[config.mk]
export PLATFORM = sky130hd
export DESIGN_NAME = ex_core
export DESIGN_NICKNAME = d
export VERILOG_FILES = /design/src/hw/ex_pkg.sv /design/src/hw/ex_decode.sv /design/src/hw/ex_regfile.sv /design/src/hw/ex_alu.sv /design/src/hw/ex_cond.sv /design/src/hw/ex_pins.sv /design/src/hw/ex_core.sv
export SDC_FILE = /design/constraint.sdc
export NUM_CORES = 1
export LEC_CHECK = 0
export ABC_AREA = 1
export BUFFER_PORTS_ARGS = -buffer_cell sky130_fd_sc_hd__buf_2
export CAP_MARGIN = 20
export CORE_UTILIZATION = 40
export CTS_BUF_LIST = sky130_fd_sc_hd__clkbuf_16
export DETAILED_ROUTE_END_ITERATION = 16
export PLACE_DENSITY = 0.55
export SLEW_MARGIN = 20
export SYNTH_ARGS = -nofsm -noshare
export SYNTH_HDL_FRONTEND = slang
export SYNTH_HIERARCHICAL = 1
export SYNTH_SLANG_ARGS = --single-unit
[constraint.sdc]
create_clock -name i_ex_gck -period 7.55 [get_ports i_ex_gck]
set_clock_uncertainty 0.2 [all_clocks]
set_input_delay 0.3775 -clock i_ex_gck [delete_from_list [all_inputs] [get_ports i_ex_gck]]
set_output_delay 0.3775 -clock i_ex_gck [all_outputs]
set_load 0.005 [all_outputs]
[src/hw/ex_pkg.sv]
package ex_pkg;

  // Every word is handled as four 4-bit slices, least significant first.
  localparam int SLICES = 4;

  typedef logic [3:0]  slice_t;
  typedef logic [15:0] word_t;
  typedef logic [3:0]  reg_t;
  typedef logic [1:0]  ctr_t;
  typedef logic [7:0]  cond_t;
  typedef logic [3:0]  pins_t;

  // Register 0 is hardwired to zero.
  localparam reg_t REG_ZR = 4'h0;

  // Instruction classes.
  // Codes 0 and F are left free and execute as no-ops.
  typedef enum logic [3:0] {
    OP_ADD    = 4'h1,
    OP_SUB    = 4'h2,
    OP_AND    = 4'h3,
    OP_OR     = 4'h4,
    OP_XOR    = 4'h5,
    OP_CMPEQ  = 4'h6,
    OP_CMPNE  = 4'h7,
    OP_CMPLT  = 4'h8,
    OP_CMPLTU = 4'h9,
    OP_CMPGE  = 4'hA,
    OP_CMPGEU = 4'hB,
    OP_LDI    = 4'hC,
    OP_COND   = 4'hD,
    OP_PIN    = 4'hE
  } opcode_t;

  typedef enum logic [2:0] {
    ALU_ADD,
    ALU_SUB,
    ALU_AND,
    ALU_OR,
    ALU_XOR
  } alu_op_t;

  typedef enum logic [2:0] {
    CMP_EQ,
    CMP_NE,
    CMP_LT,
    CMP_LTU,
    CMP_GE,
    CMP_GEU
  } cmp_op_t;

  typedef enum logic [1:0] {
    PIN_IN,
    PIN_OUT,
    PIN_OUTN,
    PIN_OUTP
  } pin_op_t;

  // Register form with three register fields.
  typedef struct packed {
    opcode_t opcode;
    reg_t    dst;
    reg_t    lhs;
    reg_t    rhs;
  } r_form_t;

  // Immediate form.
  // LDI takes the byte as its value, COND as its mask and PIN as op and index.
  typedef struct packed {
    opcode_t    opcode;
    reg_t       dst;
    logic [7:0] imm;
  } i_form_t;

  // Both forms share the opcode and dst positions.
  typedef union packed {
    r_form_t r_form;
    i_form_t i_form;
  } instr_u;

endpackage

[src/hw/ex_decode.sv]
module ex_decode (
  input  var logic             i_de_gck,
  input  var logic             i_de_rst_n,

  input  var ex_pkg::word_t    i_de_enc,
  input  var logic             i_de_enc_vld,
  output var logic             o_de_acp,
  output var ex_pkg::ctr_t     o_de_ctr,

  output var ex_pkg::alu_op_t  o_de_alu_op,
  output var ex_pkg::cmp_op_t  o_de_cmp_op,
  output var ex_pkg::pin_op_t  o_de_pin_op,
  output var logic [1:0]       o_de_pin_idx,

  output var ex_pkg::reg_t     o_de_dst,
  output var ex_pkg::reg_t     o_de_lhs,
  output var ex_pkg::reg_t     o_de_rhs,
  output var ex_pkg::slice_t   o_de_imm,

  output var logic             o_de_wr,
  output var logic             o_de_cmp,
  output var logic             o_de_cond_wr,
  output var logic             o_de_pin,
  output var ex_pkg::cond_t    o_de_cond_mask
);

  import ex_pkg::*;

  ctr_t   ctr_q;
  instr_u instr_q;
  logic   vld_q;
  logic   is_ldi;

  // The slice counter free-runs from reset.
  // Each pass through 0..3 is one instruction window.
  always_ff @(posedge i_de_gck, negedge i_de_rst_n) begin
    if (!i_de_rst_n) begin
      ctr_q <= '0;
    end
    else begin
      ctr_q <= ctr_q + 2'd1;
    end
  end

  // A new encoding is accepted only on the final slice of a window.
  always_comb o_de_acp = &ctr_q;
  always_comb o_de_ctr = ctr_q;

  // Capture the encoding for the coming window.
  // A missing valid flag leaves a bubble.
  always_ff @(posedge i_de_gck, negedge i_de_rst_n) begin
    if (!i_de_rst_n) begin
      vld_q <= 1'b0;
    end
    else if (o_de_acp) begin
      vld_q <= i_de_enc_vld;
    end
  end

  always_ff @(posedge i_de_gck) begin
    if (o_de_acp) begin
      instr_q <= i_de_enc;
    end
  end

  // Compares run as a subtract so the flags carry the result.
  // LDI runs as an OR of two zero registers so the ALU stays quiet.
  always_comb begin
    case (instr_q.r_form.opcode)
      OP_AND:  o_de_alu_op = ALU_AND;
      OP_OR:   o_de_alu_op = ALU_OR;
      OP_XOR:  o_de_alu_op = ALU_XOR;
      OP_LDI:  o_de_alu_op = ALU_OR;
      OP_SUB, OP_CMPEQ, OP_CMPNE, OP_CMPLT,
      OP_CMPLTU, OP_CMPGE, OP_CMPGEU: o_de_alu_op = ALU_SUB;
      default: o_de_alu_op = ALU_ADD;
    endcase
  end

  always_comb begin
    case (instr_q.r_form.opcode)
      OP_CMPNE:  o_de_cmp_op = CMP_NE;
      OP_CMPLT:  o_de_cmp_op = CMP_LT;
      OP_CMPLTU: o_de_cmp_op = CMP_LTU;
      OP_CMPGE:  o_de_cmp_op = CMP_GE;
      OP_CMPGEU: o_de_cmp_op = CMP_GEU;
      default:   o_de_cmp_op = CMP_EQ;
    endcase
  end

  // Pin instructions use the immediate view for op and index.
  always_comb o_de_pin_op    = pin_op_t'(instr_q.i_form.imm[3:2]);
  always_comb o_de_pin_idx   = instr_q.i_form.imm[1:0];
  always_comb o_de_cond_mask = instr_q.i_form.imm;

  // Strobes and register indices.
  // Nothing is strobed for a bubble or an unknown opcode.
  always_comb begin
    o_de_dst     = instr_q.r_form.dst;
    o_de_lhs     = instr_q.r_form.lhs;
    o_de_rhs     = instr_q.r_form.rhs;
    o_de_wr      = 1'b0;
    o_de_cmp     = 1'b0;
    o_de_cond_wr = 1'b0;
    o_de_pin     = 1'b0;
    is_ldi       = 1'b0;

    if (vld_q) begin
      case (instr_q.r_form.opcode)
        OP_ADD, OP_SUB, OP_AND, OP_OR, OP_XOR: begin
          o_de_wr = 1'b1;
        end
        OP_CMPEQ, OP_CMPNE, OP_CMPLT, OP_CMPLTU, OP_CMPGE, OP_CMPGEU: begin
          o_de_cmp = 1'b1;
        end
        OP_LDI: begin
          o_de_lhs = REG_ZR;
          o_de_rhs = REG_ZR;
          o_de_wr  = 1'b1;
          is_ldi   = 1'b1;
        end
        OP_COND: begin
          o_de_cond_wr = 1'b1;
        end
        OP_PIN: begin
          // The single register is read for OUT and written for IN.
          o_de_lhs = instr_q.i_form.dst;
          o_de_wr  = o_de_pin_op == PIN_IN;
          o_de_pin = 1'b1;
        end
        default: begin
          o_de_wr = 1'b0;
        end
      endcase
    end
  end

  // The immediate is zero extended, so only the two low slices carry it.
  // Outside LDI it is held at zero.
  always_comb begin
    o_de_imm = '0;
    if (is_ldi) begin
      case (ctr_q)
        2'd0:    o_de_imm = instr_q.i_form.imm[3:0];
        2'd1:    o_de_imm = instr_q.i_form.imm[7:4];
        default: o_de_imm = '0;
      endcase
    end
  end

endmodule

[src/hw/ex_regfile.sv]
module ex_regfile (
  input  var logic            i_rf_gck,
  input  var ex_pkg::ctr_t    i_rf_ctr,

  input  var ex_pkg::reg_t    i_rf_lhs,
  input  var ex_pkg::reg_t    i_rf_rhs,
  output var ex_pkg::slice_t  o_rf_lhs_data,
  output var ex_pkg::slice_t  o_rf_rhs_data,

  input  var ex_pkg::reg_t    i_rf_dst,
  input  var logic            i_rf_dst_en,
  input  var ex_pkg::slice_t  i_rf_dst_data
);

  import ex_pkg::*;

  // Each register is kept as its slices so the counter selects one directly.
  slice_t regs_q [2**$bits(reg_t)][SLICES];

  // Reads are combinational for the current slice.
  // The zero register never comes from storage.
  always_comb begin
    o_rf_lhs_data = regs_q[i_rf_lhs][i_rf_ctr];
    if (i_rf_lhs == REG_ZR) begin
      o_rf_lhs_data = '0;
    end
  end

  always_comb begin
    o_rf_rhs_data = regs_q[i_rf_rhs][i_rf_ctr];
    if (i_rf_rhs == REG_ZR) begin
      o_rf_rhs_data = '0;
    end
  end

  // One slice lands per edge.
  // A write aimed at the zero register is dropped.
  always_ff @(posedge i_rf_gck) begin
    if (i_rf_dst_en && i_rf_dst != REG_ZR) begin
      regs_q[i_rf_dst][i_rf_ctr] <= i_rf_dst_data;
    end
  end

endmodule

[src/hw/ex_alu.sv]
module ex_alu (
  input  var logic             i_alu_gck,
  input  var ex_pkg::ctr_t     i_alu_ctr,
  input  var ex_pkg::alu_op_t  i_alu_op,

  input  var ex_pkg::slice_t   i_alu_lhs,
  input  var ex_pkg::slice_t   i_alu_rhs,
  output var ex_pkg::slice_t   o_alu_out,

  output var logic             o_alu_z,
  output var logic             o_alu_n,
  output var logic             o_alu_c,
  output var logic             o_alu_v
);

  import ex_pkg::*;

  logic       first;
  slice_t     rhs_op;
  logic       cin;
  logic [4:0] sum;
  logic       carry_q;
  logic       zero_q;

  always_comb first = i_alu_ctr == '0;

  // Subtract is an add of the inverted operand.
  // The +1 enters as the carry into the first slice.
  always_comb rhs_op = i_alu_op == ALU_SUB ? ~i_alu_rhs : i_alu_rhs;
  always_comb cin    = first ? i_alu_op == ALU_SUB : carry_q;
  always_comb sum    = {1'b0, i_alu_lhs} + {1'b0, rhs_op} + {4'b0000, cin};

  always_comb begin
    case (i_alu_op)
      ALU_AND: o_alu_out = i_alu_lhs & i_alu_rhs;
      ALU_OR:  o_alu_out = i_alu_lhs | i_alu_rhs;
      ALU_XOR: o_alu_out = i_alu_lhs ^ i_alu_rhs;
      default: o_alu_out = sum[3:0];
    endcase
  end

  // Carry and the running zero pass from one slice to the next.
  // The first slice ignores whatever the previous word left behind.
  always_ff @(posedge i_alu_gck) begin
    carry_q <= sum[4];
    zero_q  <= o_alu_z;
  end

  // Flags describe the whole word once the last slice is on the inputs.
  // N, C and V come from that top slice, Z from all four.
  always_comb o_alu_z = (first || zero_q) && o_alu_out == '0;
  always_comb o_alu_n = o_alu_out[3];
  always_comb o_alu_c = sum[4];

  // Overflow when both addends share a sign that the result does not.
  always_comb o_alu_v = i_alu_lhs[3] == rhs_op[3] && sum[3] != i_alu_lhs[3];

endmodule

[src/hw/ex_cond.sv]
module ex_cond (
  input  var logic             i_cd_gck,
  input  var logic             i_cd_rst_n,
  input  var ex_pkg::ctr_t     i_cd_ctr,
  input  var logic             i_cd_vld,

  input  var logic             i_cd_cmp,
  input  var ex_pkg::cmp_op_t  i_cd_cmp_op,
  input  var logic             i_cd_z,
  input  var logic             i_cd_n,
  input  var logic             i_cd_c,
  input  var logic             i_cd_v,

  input  var logic             i_cd_cond_wr,
  input  var ex_pkg::cond_t    i_cd_mask,

  output var logic             o_cd_skip,
  output var logic             o_cd_pred
);

  import ex_pkg::*;

  logic  last;
  logic  pred_d;
  logic  pred_q;
  cond_t mask_q;

  always_comb last = &i_cd_ctr;

  // Compare result from the flags of the final slice.
  always_comb begin
    case (i_cd_cmp_op)
      CMP_EQ:  pred_d = i_cd_z;
      CMP_NE:  pred_d = !i_cd_z;
      CMP_LT:  pred_d = i_cd_n != i_cd_v;
      CMP_LTU: pred_d = !i_cd_c;
      CMP_GE:  pred_d = i_cd_n == i_cd_v;
      default: pred_d = i_cd_c;
    endcase
  end

  // P and the mask change only at the end of a window.
  // Every real instruction consumes one mask bit, even a skipped one,
  // unless a COND that runs replaces the whole mask.
  always_ff @(posedge i_cd_gck, negedge i_cd_rst_n) begin
    if (!i_cd_rst_n) begin
      pred_q <= 1'b0;
      mask_q <= '0;
    end
    else if (last) begin
      if (i_cd_cmp) begin
        pred_q <= pred_d;
      end
      if (i_cd_vld) begin
        mask_q <= i_cd_cond_wr ? i_cd_mask : mask_q >> 1;
      end
    end
  end

  // The mask is live while a terminating bit sits above bit 0.
  // Bit 0 then names the value of P that lets the instruction run.
  always_comb o_cd_skip = |mask_q[7:1] && mask_q[0] != pred_q;
  always_comb o_cd_pred = pred_q;

endmodule

[src/hw/ex_pins.sv]
module ex_pins (
  input  var logic             i_pn_gck,
  input  var logic             i_pn_rst_n,
  input  var ex_pkg::ctr_t     i_pn_ctr,

  input  var logic             i_pn_en,
  input  var ex_pkg::pin_op_t  i_pn_op,
  input  var logic [1:0]       i_pn_idx,
  input  var logic             i_pn_lhs0,
  input  var logic             i_pn_pred,

  input  var ex_pkg::pins_t    i_pn_pins,
  output var ex_pkg::slice_t   o_pn_data,
  output var ex_pkg::pins_t    o_pn_pins
);

  import ex_pkg::*;

  pins_t in_q;
  pins_t out_q;

  // Input pins are sampled on every edge.
  always_ff @(posedge i_pn_gck) begin
    in_q <= i_pn_pins;
  end

  // The pin bit rides in bit 0 of the first slice.
  // All higher slices are zero, so IN loads a clean 0 or 1.
  always_comb begin
    o_pn_data = '0;
    if (i_pn_ctr == '0) begin
      case (i_pn_op)
        PIN_IN:   o_pn_data = {3'b000, in_q[i_pn_idx]};
        PIN_OUT:  o_pn_data = {3'b000, i_pn_lhs0};
        PIN_OUTN: o_pn_data = {3'b000, !i_pn_lhs0};
        default:  o_pn_data = {3'b000, i_pn_pred};
      endcase
    end
  end

  // Output pins change at the end of the first slice.
  always_ff @(posedge i_pn_gck, negedge i_pn_rst_n) begin
    if (!i_pn_rst_n) begin
      out_q <= '0;
    end
    else if (i_pn_en && i_pn_ctr == '0 && i_pn_op != PIN_IN) begin
      out_q[i_pn_idx] <= o_pn_data[0];
    end
  end

  always_comb o_pn_pins = out_q;

endmodule

[src/hw/ex_core.sv]
module ex_core (
  input  var logic           i_ex_gck,
  input  var logic           i_ex_rst_n,

  input  var ex_pkg::word_t  i_ex_enc,
  input  var logic           i_ex_enc_vld,
  output var logic           o_ex_enc_acp,

  input  var ex_pkg::pins_t  i_ex_io_pins,
  output var ex_pkg::pins_t  o_ex_io_pins
);

  import ex_pkg::*;

  ctr_t       ctr;
  alu_op_t    alu_op;
  cmp_op_t    cmp_op;
  pin_op_t    pin_op;
  logic [1:0] pin_idx;
  reg_t       dst;
  reg_t       lhs;
  reg_t       rhs;
  slice_t     imm;
  cond_t      cond_mask;

  // Raw strobes from the decoder and their versions after the skip.
  logic de_wr;
  logic de_cmp;
  logic de_cond_wr;
  logic de_pin;
  logic instr_vld;
  logic skip;
  logic rf_wr;
  logic cmp_run;
  logic cond_run;
  logic pin_run;

  slice_t lhs_data;
  slice_t rhs_data;
  slice_t alu_out;
  logic   alu_z;
  logic   alu_n;
  logic   alu_c;
  logic   alu_v;
  logic   pred;
  slice_t pin_data;
  slice_t dst_data;

  ex_decode u_ex_decode (
    .i_de_gck       (i_ex_gck),
    .i_de_rst_n     (i_ex_rst_n),
    .i_de_enc       (i_ex_enc),
    .i_de_enc_vld   (i_ex_enc_vld),
    .o_de_acp       (o_ex_enc_acp),
    .o_de_ctr       (ctr),
    .o_de_alu_op    (alu_op),
    .o_de_cmp_op    (cmp_op),
    .o_de_pin_op    (pin_op),
    .o_de_pin_idx   (pin_idx),
    .o_de_dst       (dst),
    .o_de_lhs       (lhs),
    .o_de_rhs       (rhs),
    .o_de_imm       (imm),
    .o_de_wr        (de_wr),
    .o_de_cmp       (de_cmp),
    .o_de_cond_wr   (de_cond_wr),
    .o_de_pin       (de_pin),
    .o_de_cond_mask (cond_mask)
  );

  // Every real instruction raises at least one strobe.
  // A window without any of them is a bubble and leaves the mask alone.
  always_comb instr_vld = de_wr || de_cmp || de_cond_wr || de_pin;

  // The skip suppresses every architectural effect of the instruction.
  always_comb rf_wr    = de_wr && !skip;
  always_comb cmp_run  = de_cmp && !skip;
  always_comb cond_run = de_cond_wr && !skip;
  always_comb pin_run  = de_pin && !skip;

  // Pin operations write the pin slice.
  // Otherwise the immediate merges onto the ALU result, as each side is
  // zero whenever the other one carries data.
  always_comb dst_data = de_pin ? pin_data : alu_out | imm;

  ex_regfile u_ex_regfile (
    .i_rf_gck      (i_ex_gck),
    .i_rf_ctr      (ctr),
    .i_rf_lhs      (lhs),
    .i_rf_rhs      (rhs),
    .o_rf_lhs_data (lhs_data),
    .o_rf_rhs_data (rhs_data),
    .i_rf_dst      (dst),
    .i_rf_dst_en   (rf_wr),
    .i_rf_dst_data (dst_data)
  );

  ex_alu u_ex_alu (
    .i_alu_gck (i_ex_gck),
    .i_alu_ctr (ctr),
    .i_alu_op  (alu_op),
    .i_alu_lhs (lhs_data),
    .i_alu_rhs (rhs_data),
    .o_alu_out (alu_out),
    .o_alu_z   (alu_z),
    .o_alu_n   (alu_n),
    .o_alu_c   (alu_c),
    .o_alu_v   (alu_v)
  );

  ex_cond u_ex_cond (
    .i_cd_gck     (i_ex_gck),
    .i_cd_rst_n   (i_ex_rst_n),
    .i_cd_ctr     (ctr),
    .i_cd_vld     (instr_vld),
    .i_cd_cmp     (cmp_run),
    .i_cd_cmp_op  (cmp_op),
    .i_cd_z       (alu_z),
    .i_cd_n       (alu_n),
    .i_cd_c       (alu_c),
    .i_cd_v       (alu_v),
    .i_cd_cond_wr (cond_run),
    .i_cd_mask    (cond_mask),
    .o_cd_skip    (skip),
    .o_cd_pred    (pred)
  );

  // OUT and OUTN look at bit 0 of the register on the first slice.
  ex_pins u_ex_pins (
    .i_pn_gck   (i_ex_gck),
    .i_pn_rst_n (i_ex_rst_n),
    .i_pn_ctr   (ctr),
    .i_pn_en    (pin_run),
    .i_pn_op    (pin_op),
    .i_pn_idx   (pin_idx),
    .i_pn_lhs0  (lhs_data[0]),
    .i_pn_pred  (pred),
    .i_pn_pins  (i_ex_io_pins),
    .o_pn_data  (pin_data),
    .o_pn_pins  (o_ex_io_pins)
  );

endmodule

---- After elaboration in Yosys (flattened, before gate mapping) ----
Memories as Yosys holds them, arrays and structs flattened. A register that Yosys moved wholly into a read port is not among the register bits.
Index checks and enable logic that the tools add are counted.
Widths: inputs -> output; s select.
operators by class
  reduce and logical (&&, ||, !) cells .... 34
  mux-type cells .......................... 43
  bitwise gates (word level) .............. 6
  equality and inequality tests ........... 30
  add/sub/neg operators ................... 3
  $lt $le $gt $ge ......................... 4
operators by type and width
  cell                count
  $mux 4              15
  $eq 4x4->1 const B  7
  $bmux 4 s2          2
  $eq 4x3->1 const B  4
  $mux 16             1
  $pmux 4 s2          2
  $pmux 3 s5          1
  $mux 1              13
  $eq 3x2->1 const B  4
  $logic_and 1x1->1   12
  $logic_not 4->1     3
  $pmux 4 s3          1
  $reduce_or 6->1     2
  $demux 4 s2         1
  $eq 4x2->1 const B  2
  $mux 8              1
  $or 4x4->4          2
  $reduce_or 7->1     1
  $eq 3x1->1 const B  2
  $eq 3x3->1 const B  2
  $reduce_and 3->1    2
  $add 4x4->5         1
  $add 5x1->5         1
  $pmux 1 s5          1
  other kinds (26)    37
storage, ports and cells
  input bits .............................. 23
  RAM bits ................................ 256
  memories kept ........................... 2
  register bits after elaboration ......... 38
  memory bits (read-only) ................. 48
memories
  memory               depth  bits a word  rd ports  clocked after Yosys merged registers in  write ports  RTL line          RTL
  u_ex_regfile.regs_q  16     16           2         0                                        1            ex_regfile.sv:18  slice_t regs_q [2**$bits(reg_t)][SLICES];
  (no name shown)      16     3            1         1                                        0            ex_decode.sv:69   case (instr_q.r_form.opcode)

---- Depth between registers and ports, before layout ----
An unclocked memory read counts as a cell.
  depth in word-level cells ............... 17
  depth in mapped cells ................... 34

---- Modules after synthesis ----
The synthesis kept the hierarchy.
modules (own cells, without submodules)
  module      times used  sequential area each (um^2)  cells each  area an instance (um^2)
  ex_regfile  1           7687.4                       1805        14317.5
  ex_decode   1           615.6                        141         1202.4
  ex_alu      1           40.0                         94          646.9
  ex_cond     1           225.2                        83          598.1
  ex_pins     1           180.2                        62          441.7
  ex_core     1           0.0                          22          103.8

---- Worst setup path after synthesis ----
No wires, ideal clock.
  path type ............................... flip-flop to flip-flop
  from .................................... register u_ex_decode/instr_q[15] (netlist name)
  to ...................................... memory u_ex_regfile/regs_q[0][10] (netlist name) (data pin)
  buffers on the path ..................... 3
  data required time ...................... 6836 ps
  setup slack ............................. 2983 ps
  cell stages (with the launch flop) ...... 28
  arrival time ............................ 3853 ps
  path through ............................ edfxtp_1 -> nand2_2 -> nor2_2 -> nand2_1 -> clkinv_2 -> nand2_1 -> nand2_1 -> buf_4 -> buf_6 -> buf_6 -> nand2_1 -> o211ai_1 -> nand3_1 -> nand3_1 -> nand2_1 -> nand2_1 -> nand2_1 -> nor2_1 -> nor2_1 -> fa_1 -> inv_1 -> fa_1 -> xor2_1 -> nor2_1 -> nor2_1 -> inv_1 -> o21ai_2 -> nand2_1
RTL lines
  element                 RTL line          RTL
  from (decl)             ex_decode.sv:30   instr_u instr_q;
  from (signal assigned)  ex_decode.sv:62   instr_q <= i_de_enc;
  $eq 4x4->1              ex_decode.sv:109  case (instr_q.r_form.opcode)
  $mux 1                  ex_decode.sv:109
  $mux 1                  ex_decode.sv:108  if (vld_q) begin
  named net de_pin        ex_core.sv:30     logic de_pin;
  $mux 4                  ex_core.sv:84     always_comb dst_data = de_pin ? pin_data : alu_out | imm;
  named net dst_data[2]   ex_core.sv:47     slice_t dst_data;
  to (decl)               ex_regfile.sv:18
The timed path passes the listed nets, and every way through them passes these cells. The select of a mux whose other input is x is not followed.

---- Worst setup path in the final report ----
  from .................................... register u_ex_decode/instr_q[13] (netlist name)
  to ...................................... memory u_ex_regfile/regs_q[9][10] (netlist name) (data pin)
on the way
  longest elaborated chain between the ends .. 15
ends and longest elaborated chain
  element                                     RTL line          RTL
  $eq 4x4->1 *                                ex_decode.sv:109
  $mux 4 *                                    ex_decode.sv:109
  $mux 4 *                                    ex_decode.sv:108
  named net rhs[0]                            ex_core.sv:22     reg_t rhs;
  $mem_v2 16x16                               --
  $bmux 4 s2                                  ex_regfile.sv:30  o_rf_rhs_data = regs_q[i_rf_rhs][i_rf_ctr];
  $mux 4 (implied by the code) (2 in series)  ex_regfile.sv:30
  $mux 4 *                                    ex_regfile.sv:31  if (i_rf_rhs == REG_ZR) begin
  named net rhs_data[0]                       ex_core.sv:39     slice_t rhs_data;
  [1 not listed]                              --
  $mux 4 *                                    ex_alu.sv:29      always_comb rhs_op = i_alu_op == ALU_SUB ? ~i_alu_rhs : i_alu_rhs;
  $add 4x4->5 *                               ex_alu.sv:31      always_comb sum = {1'b0, i_alu_lhs} + {1'b0, rhs_op} + {4'b0000, cin};
  $add 5x1->5 *                               ex_alu.sv:31
  $pmux 4 s3 *                                ex_alu.sv:34      case (i_alu_op)
  named net alu_out[2]                        ex_core.sv:40     slice_t alu_out;
  $or 4x4->4 *                                ex_core.sv:84
  $mux 4 *                                    ex_core.sv:84
  named net dst_data[2]                       ex_core.sv:47
The timed path passes the listed nets; every way through them passes the cells marked *. The select of a mux whose other input is x is not followed.

==> parameters.txt <==
Parameter                              Value

Outcome
  Status    completed

Placed design
  Final HPWL from detailed placement    32.3 mm
  # placed instances    2730
  Gp weighted congestion    0.892
  Number of port buffers    27
  Post-placement worst setup slack    1670 ps

STA
  Slew headroom    35.2%
  Final critical delay including setup and external delays    5860 ps
  Least-Margin Pin Slew    963 ps
  Minimum setup slack in the final design    1690 ps
  Setup TNS after final layout    0 ps
  Number of setup violations in the final report    0
  Highest achievable clock rate    0.171 GHz
  Final count of hold timing violations    0
  Ratio of final minimum period to clock period    77.6%
  RSZ-0062 raised after global routing    false
  Final max-slew violation count    0

Layout
  Final-stage net count    2253
  Layout Utilization    45.0%
  Area growth from synthesis to final layout    10.1%
  Filler Cell Count    4182
  Area taken by flip-flops and latches    8750 um^2
  Multi-input gate area in the final layout    6550 um^2
  Inserted Diodes    0
  Layout cell share with drive strength beyond 1    7.32%
  Post-layout instance count excluding filler cells    2817

Global routing
  Maximum number of pins on one net before global-route repair    155
  Initial antenna violation count    0
  Total grt overflow    0
  Global router's overall resource usage    23.5%
  First-pass GRT wire length    78.6 mm
  Vias in the first global route    13653

Route
  Total number of vias    14299
  Aggregate routed wire length    50.7 mm
  Residual antenna-violating net count after detailed routing    0
  Detailed Route Iter0 Violations    1602
  Routed vias/inst    5.08
  Detailed-route DRC error count    0
  Total iterations of the first detailed-routing run    6
  Average wire per cell in the routed design    18.0 um

Synthesis
  Yosys warning total    6
  Number of instances in the synthesized netlist    2207
  Synthesized flop and latch total    297
  Yosys cell types    46
  Top FF cell, synth    edfxtp_1
  Total standard cell area after synthesis    17300 um^2
  Number of enable flip-flop cells after synthesis    272
  Asr flop ratio synth    5.39%
  Mean instance size in the synthesized netlist    7.84 um^2
  Register area share after synthesis    50.5%

Critical path
  Largest fanout of any net on the critical path    76
  Required time of the critical path    7600 ps
  Buffers & Inverters on Critical Path    7
  Cell seen most often among critical-path stages    nand2_1
  Critical path's largest stage delay    660 ps
  R2R depth    28
  Classification of the worst setup path    register to register
  Arrival time reported for the critical path endpoint    5910 ps
  Critical path endpoint category    register
  Category of the worst setup path launch point    register
  Setup slack on the worst flop-to-flop path    1690 ps
  Cell with the largest stage delay on the worst path    inv_4
  Worst flop-to-flop path endpoint    u_ex_regfile/regs_q[9][10]
  Gate family responsible for the most delay along the worst path    simple AND/OR/NAND/NOR gates
  Launching point of the worst reg2reg path    u_ex_decode/instr_q[13]

Floorplanning
  Starting Density    40.9%
  Area of the placeable core    42300 um^2
  Site row count    75
  Die Area    44100 um^2
  Die Span Y    210 um
  Number of top-level pins    28
  Die width    210 um

Clock network
  Clk sink count    297
  Number of buffers inserted by post-CTS setup repair    0
  CTS tree    done
  Root buffer cell    clkbuf_16
  Maximum count of clock buffers along a single path    3
  Clock-pin slew reported for the worst setup and hold paths after clock tree synthesis    50 ps
  Resized cells post-CTS    0
  Skew-Pair Late Insertion Delay    550 ps
  Number of buffers created by CTS    36
  H-Tree Depth    2

Power
  Design internal power    3030 uW
  Combinational cell fraction of total power    8.3%
  Fraction of power consumed by sequential logic    49.6%
  Final total power    3990 uW
  PwrDens    209 nW/um^2
  Pleak    0.00868 uW
  IR drop worst, VDD    0.167 mV
  Clock network fraction of design power    42.1%
  Net Sw Frac    24.0%
  Net Sw Power    957 uW

Job
  Count of max-cap constraint violations    0

Min path
  Min-delay worst type    input port to async pin
[power by group through the flow]
| stage | combinational [uW] | clock [uW] | sequential [uW] |
|---|---|---|---|
| after floorplan | 180 | 0 | 2020 |
| after global placement | 321 | 0 | 2010 |
| after detailed placement | 327 | 0 | 2010 |
| after CTS | 337 | 1720 | 1980 |
| after global routing | 371 | 1780 | 1980 |
| final | 331 | 1680 | 1980 |
[placed cells by master (no fill, tap or decap), drive strengths merged]
master       instances
mux2                 1
fa                   2
clkbuf              37
buf                 55
nor4                 2
ha                  15
nand2              798
nor3                 4
dlygate4sd3         22
dfxtp                9
a21boi               1
dfrtp               16
nor2               165
nand4                5
or2                  5
clkinv              17
o21ai               30
conb                19
o21a                 1
clkinvlp             2
nand3              364
o211ai              27
inv                344
bufinv               3
xnor2                1
xor2                 6
edfxtp             272
a21oi               17
[metal layers]
metal | part of all wire, % | routed length [um] | track usage, % | up-vias
met5 | 0 | 0 | 0 | -
met4 | 2.9 | 1450 | 9.29 | 0
met3 | 7.9 | 4020 | 4.16 | 77
met2 | 46 | 23200 | 37.4 | 576
met1 | 44 | 22100 | 31.9 | 6666
li1 | - | - | - | 6980
[per-stage QoR]
step	hold slack [ps]	instance area [um^2]
after global routing	135	19100
after global placement	115	17700
after CTS	69.5	19100
after detailed placement	114	17700
after floorplan	-118	17400
final	92.7	19100
[Yosys cell counts, types with 2 or more instances]
cell type	number	area, um^2
a21oi_1	17	85.1
buf_1	7	26.3
buf_2	57	285
buf_4	30	225
buf_6	22	248
clkbuf_1	9	33.8
clkinv_1	2	7.51
conb_1	2	7.51
dfrtp_1	16	400
dfxtp_1	9	180
edfxtp_1	272	8170
fa_1	2	40.0
ha_1	15	188
inv_1	325	1220
inv_2	8	30.0
nand2_1	788	2960
nand2_2	9	56.3
nand3_1	362	1810
nand3_2	2	20.0
nand4_1	5	31.3
nor2_1	150	563
nor2_2	12	75.1
nor2_4	2	22.5
nor3_1	3	15.0
nor4_1	2	12.5
o211ai_1	26	195
o21ai_0	21	105
o21ai_1	2	10.0
o21ai_2	6	52.6
or2_1	4	25.0
xor2_1	5	43.8
[area by class of cell]
cell class | instances | area share (%)
clock inverters | 28 | 1.12
flip-flops and latches | 297 | 45.9
clock buffers | 37 | 4.86
well taps | 577 | 3.79
repair buffers | 77 | 3.23
multi-input cells | 1463 | 34.4
inverters | 338 | 6.71
[flip-flops by register name, summed over array words and instances (netlist names)]
| register | count |
|---|---|
| u_ex_cond/mask_q | 8 |
| u_ex_decode/instr_q | 16 |
| u_ex_decode/o_de_ctr | 2 |
| u_ex_cond/o_cd_pred | 1 |
| u_ex_pins/o_pn_pins | 4 |
| u_ex_alu/zero_q | 1 |
| u_ex_decode/vld_q | 1 |
| u_ex_decode/o_de_alu_op | 3 |
| u_ex_regfile/regs_q | 256 |
| u_ex_alu/carry_q | 1 |
| u_ex_pins/in_q | 4 |
[worst max-delay path by stage]
| stage | start | to | slack (ps) | cells past startpoint |
|---|---|---|---|---|
| final | u_ex_decode/instr_q[13] | u_ex_regfile/regs_q[9][10] | 1690 | 28 |
| after CTS | u_ex_decode/instr_q[13] | u_ex_regfile/regs_q[2][10] | 1650 | 26 |
| after global routing | u_ex_decode/instr_q[13] | u_ex_regfile/regs_q[9][10] | 1250 | 28 |
| after floorplan | u_ex_decode/instr_q[15] | u_ex_regfile/regs_q[0][10] | 2980 | 27 |
| after detailed placement | u_ex_decode/instr_q[13] | u_ex_regfile/regs_q[9][14] | 1670 | 26 |
| after global placement | u_ex_decode/instr_q[13] | u_ex_regfile/regs_q[9][14] | 1800 | 26 |
[repair_timing]
item	4_1_cts	5_1_grt
hold endpoints to repair	38	0
hold buffers	22	0
setup endpoints to repair	0	0
[logic make-up (layout without fill, tap and decap cells)]
group / after synthesis / count (layout) / share of synthesized area, %
simple gates: 1343 / 1343 / 32.6
fa+ha+maj: 17 / 17 / 1.32
xor+xnor: 7 / 7 / 0.398
buf+inv: 464 / 480 / 12.2
compound gates: 76 / 76 / 2.84
flops: 297 / 297 / 50.5
mux: 1 / 1 / 0.0650
other cells: 2 / 19 / 0.0434
Power figures use the tool's default switching activity.
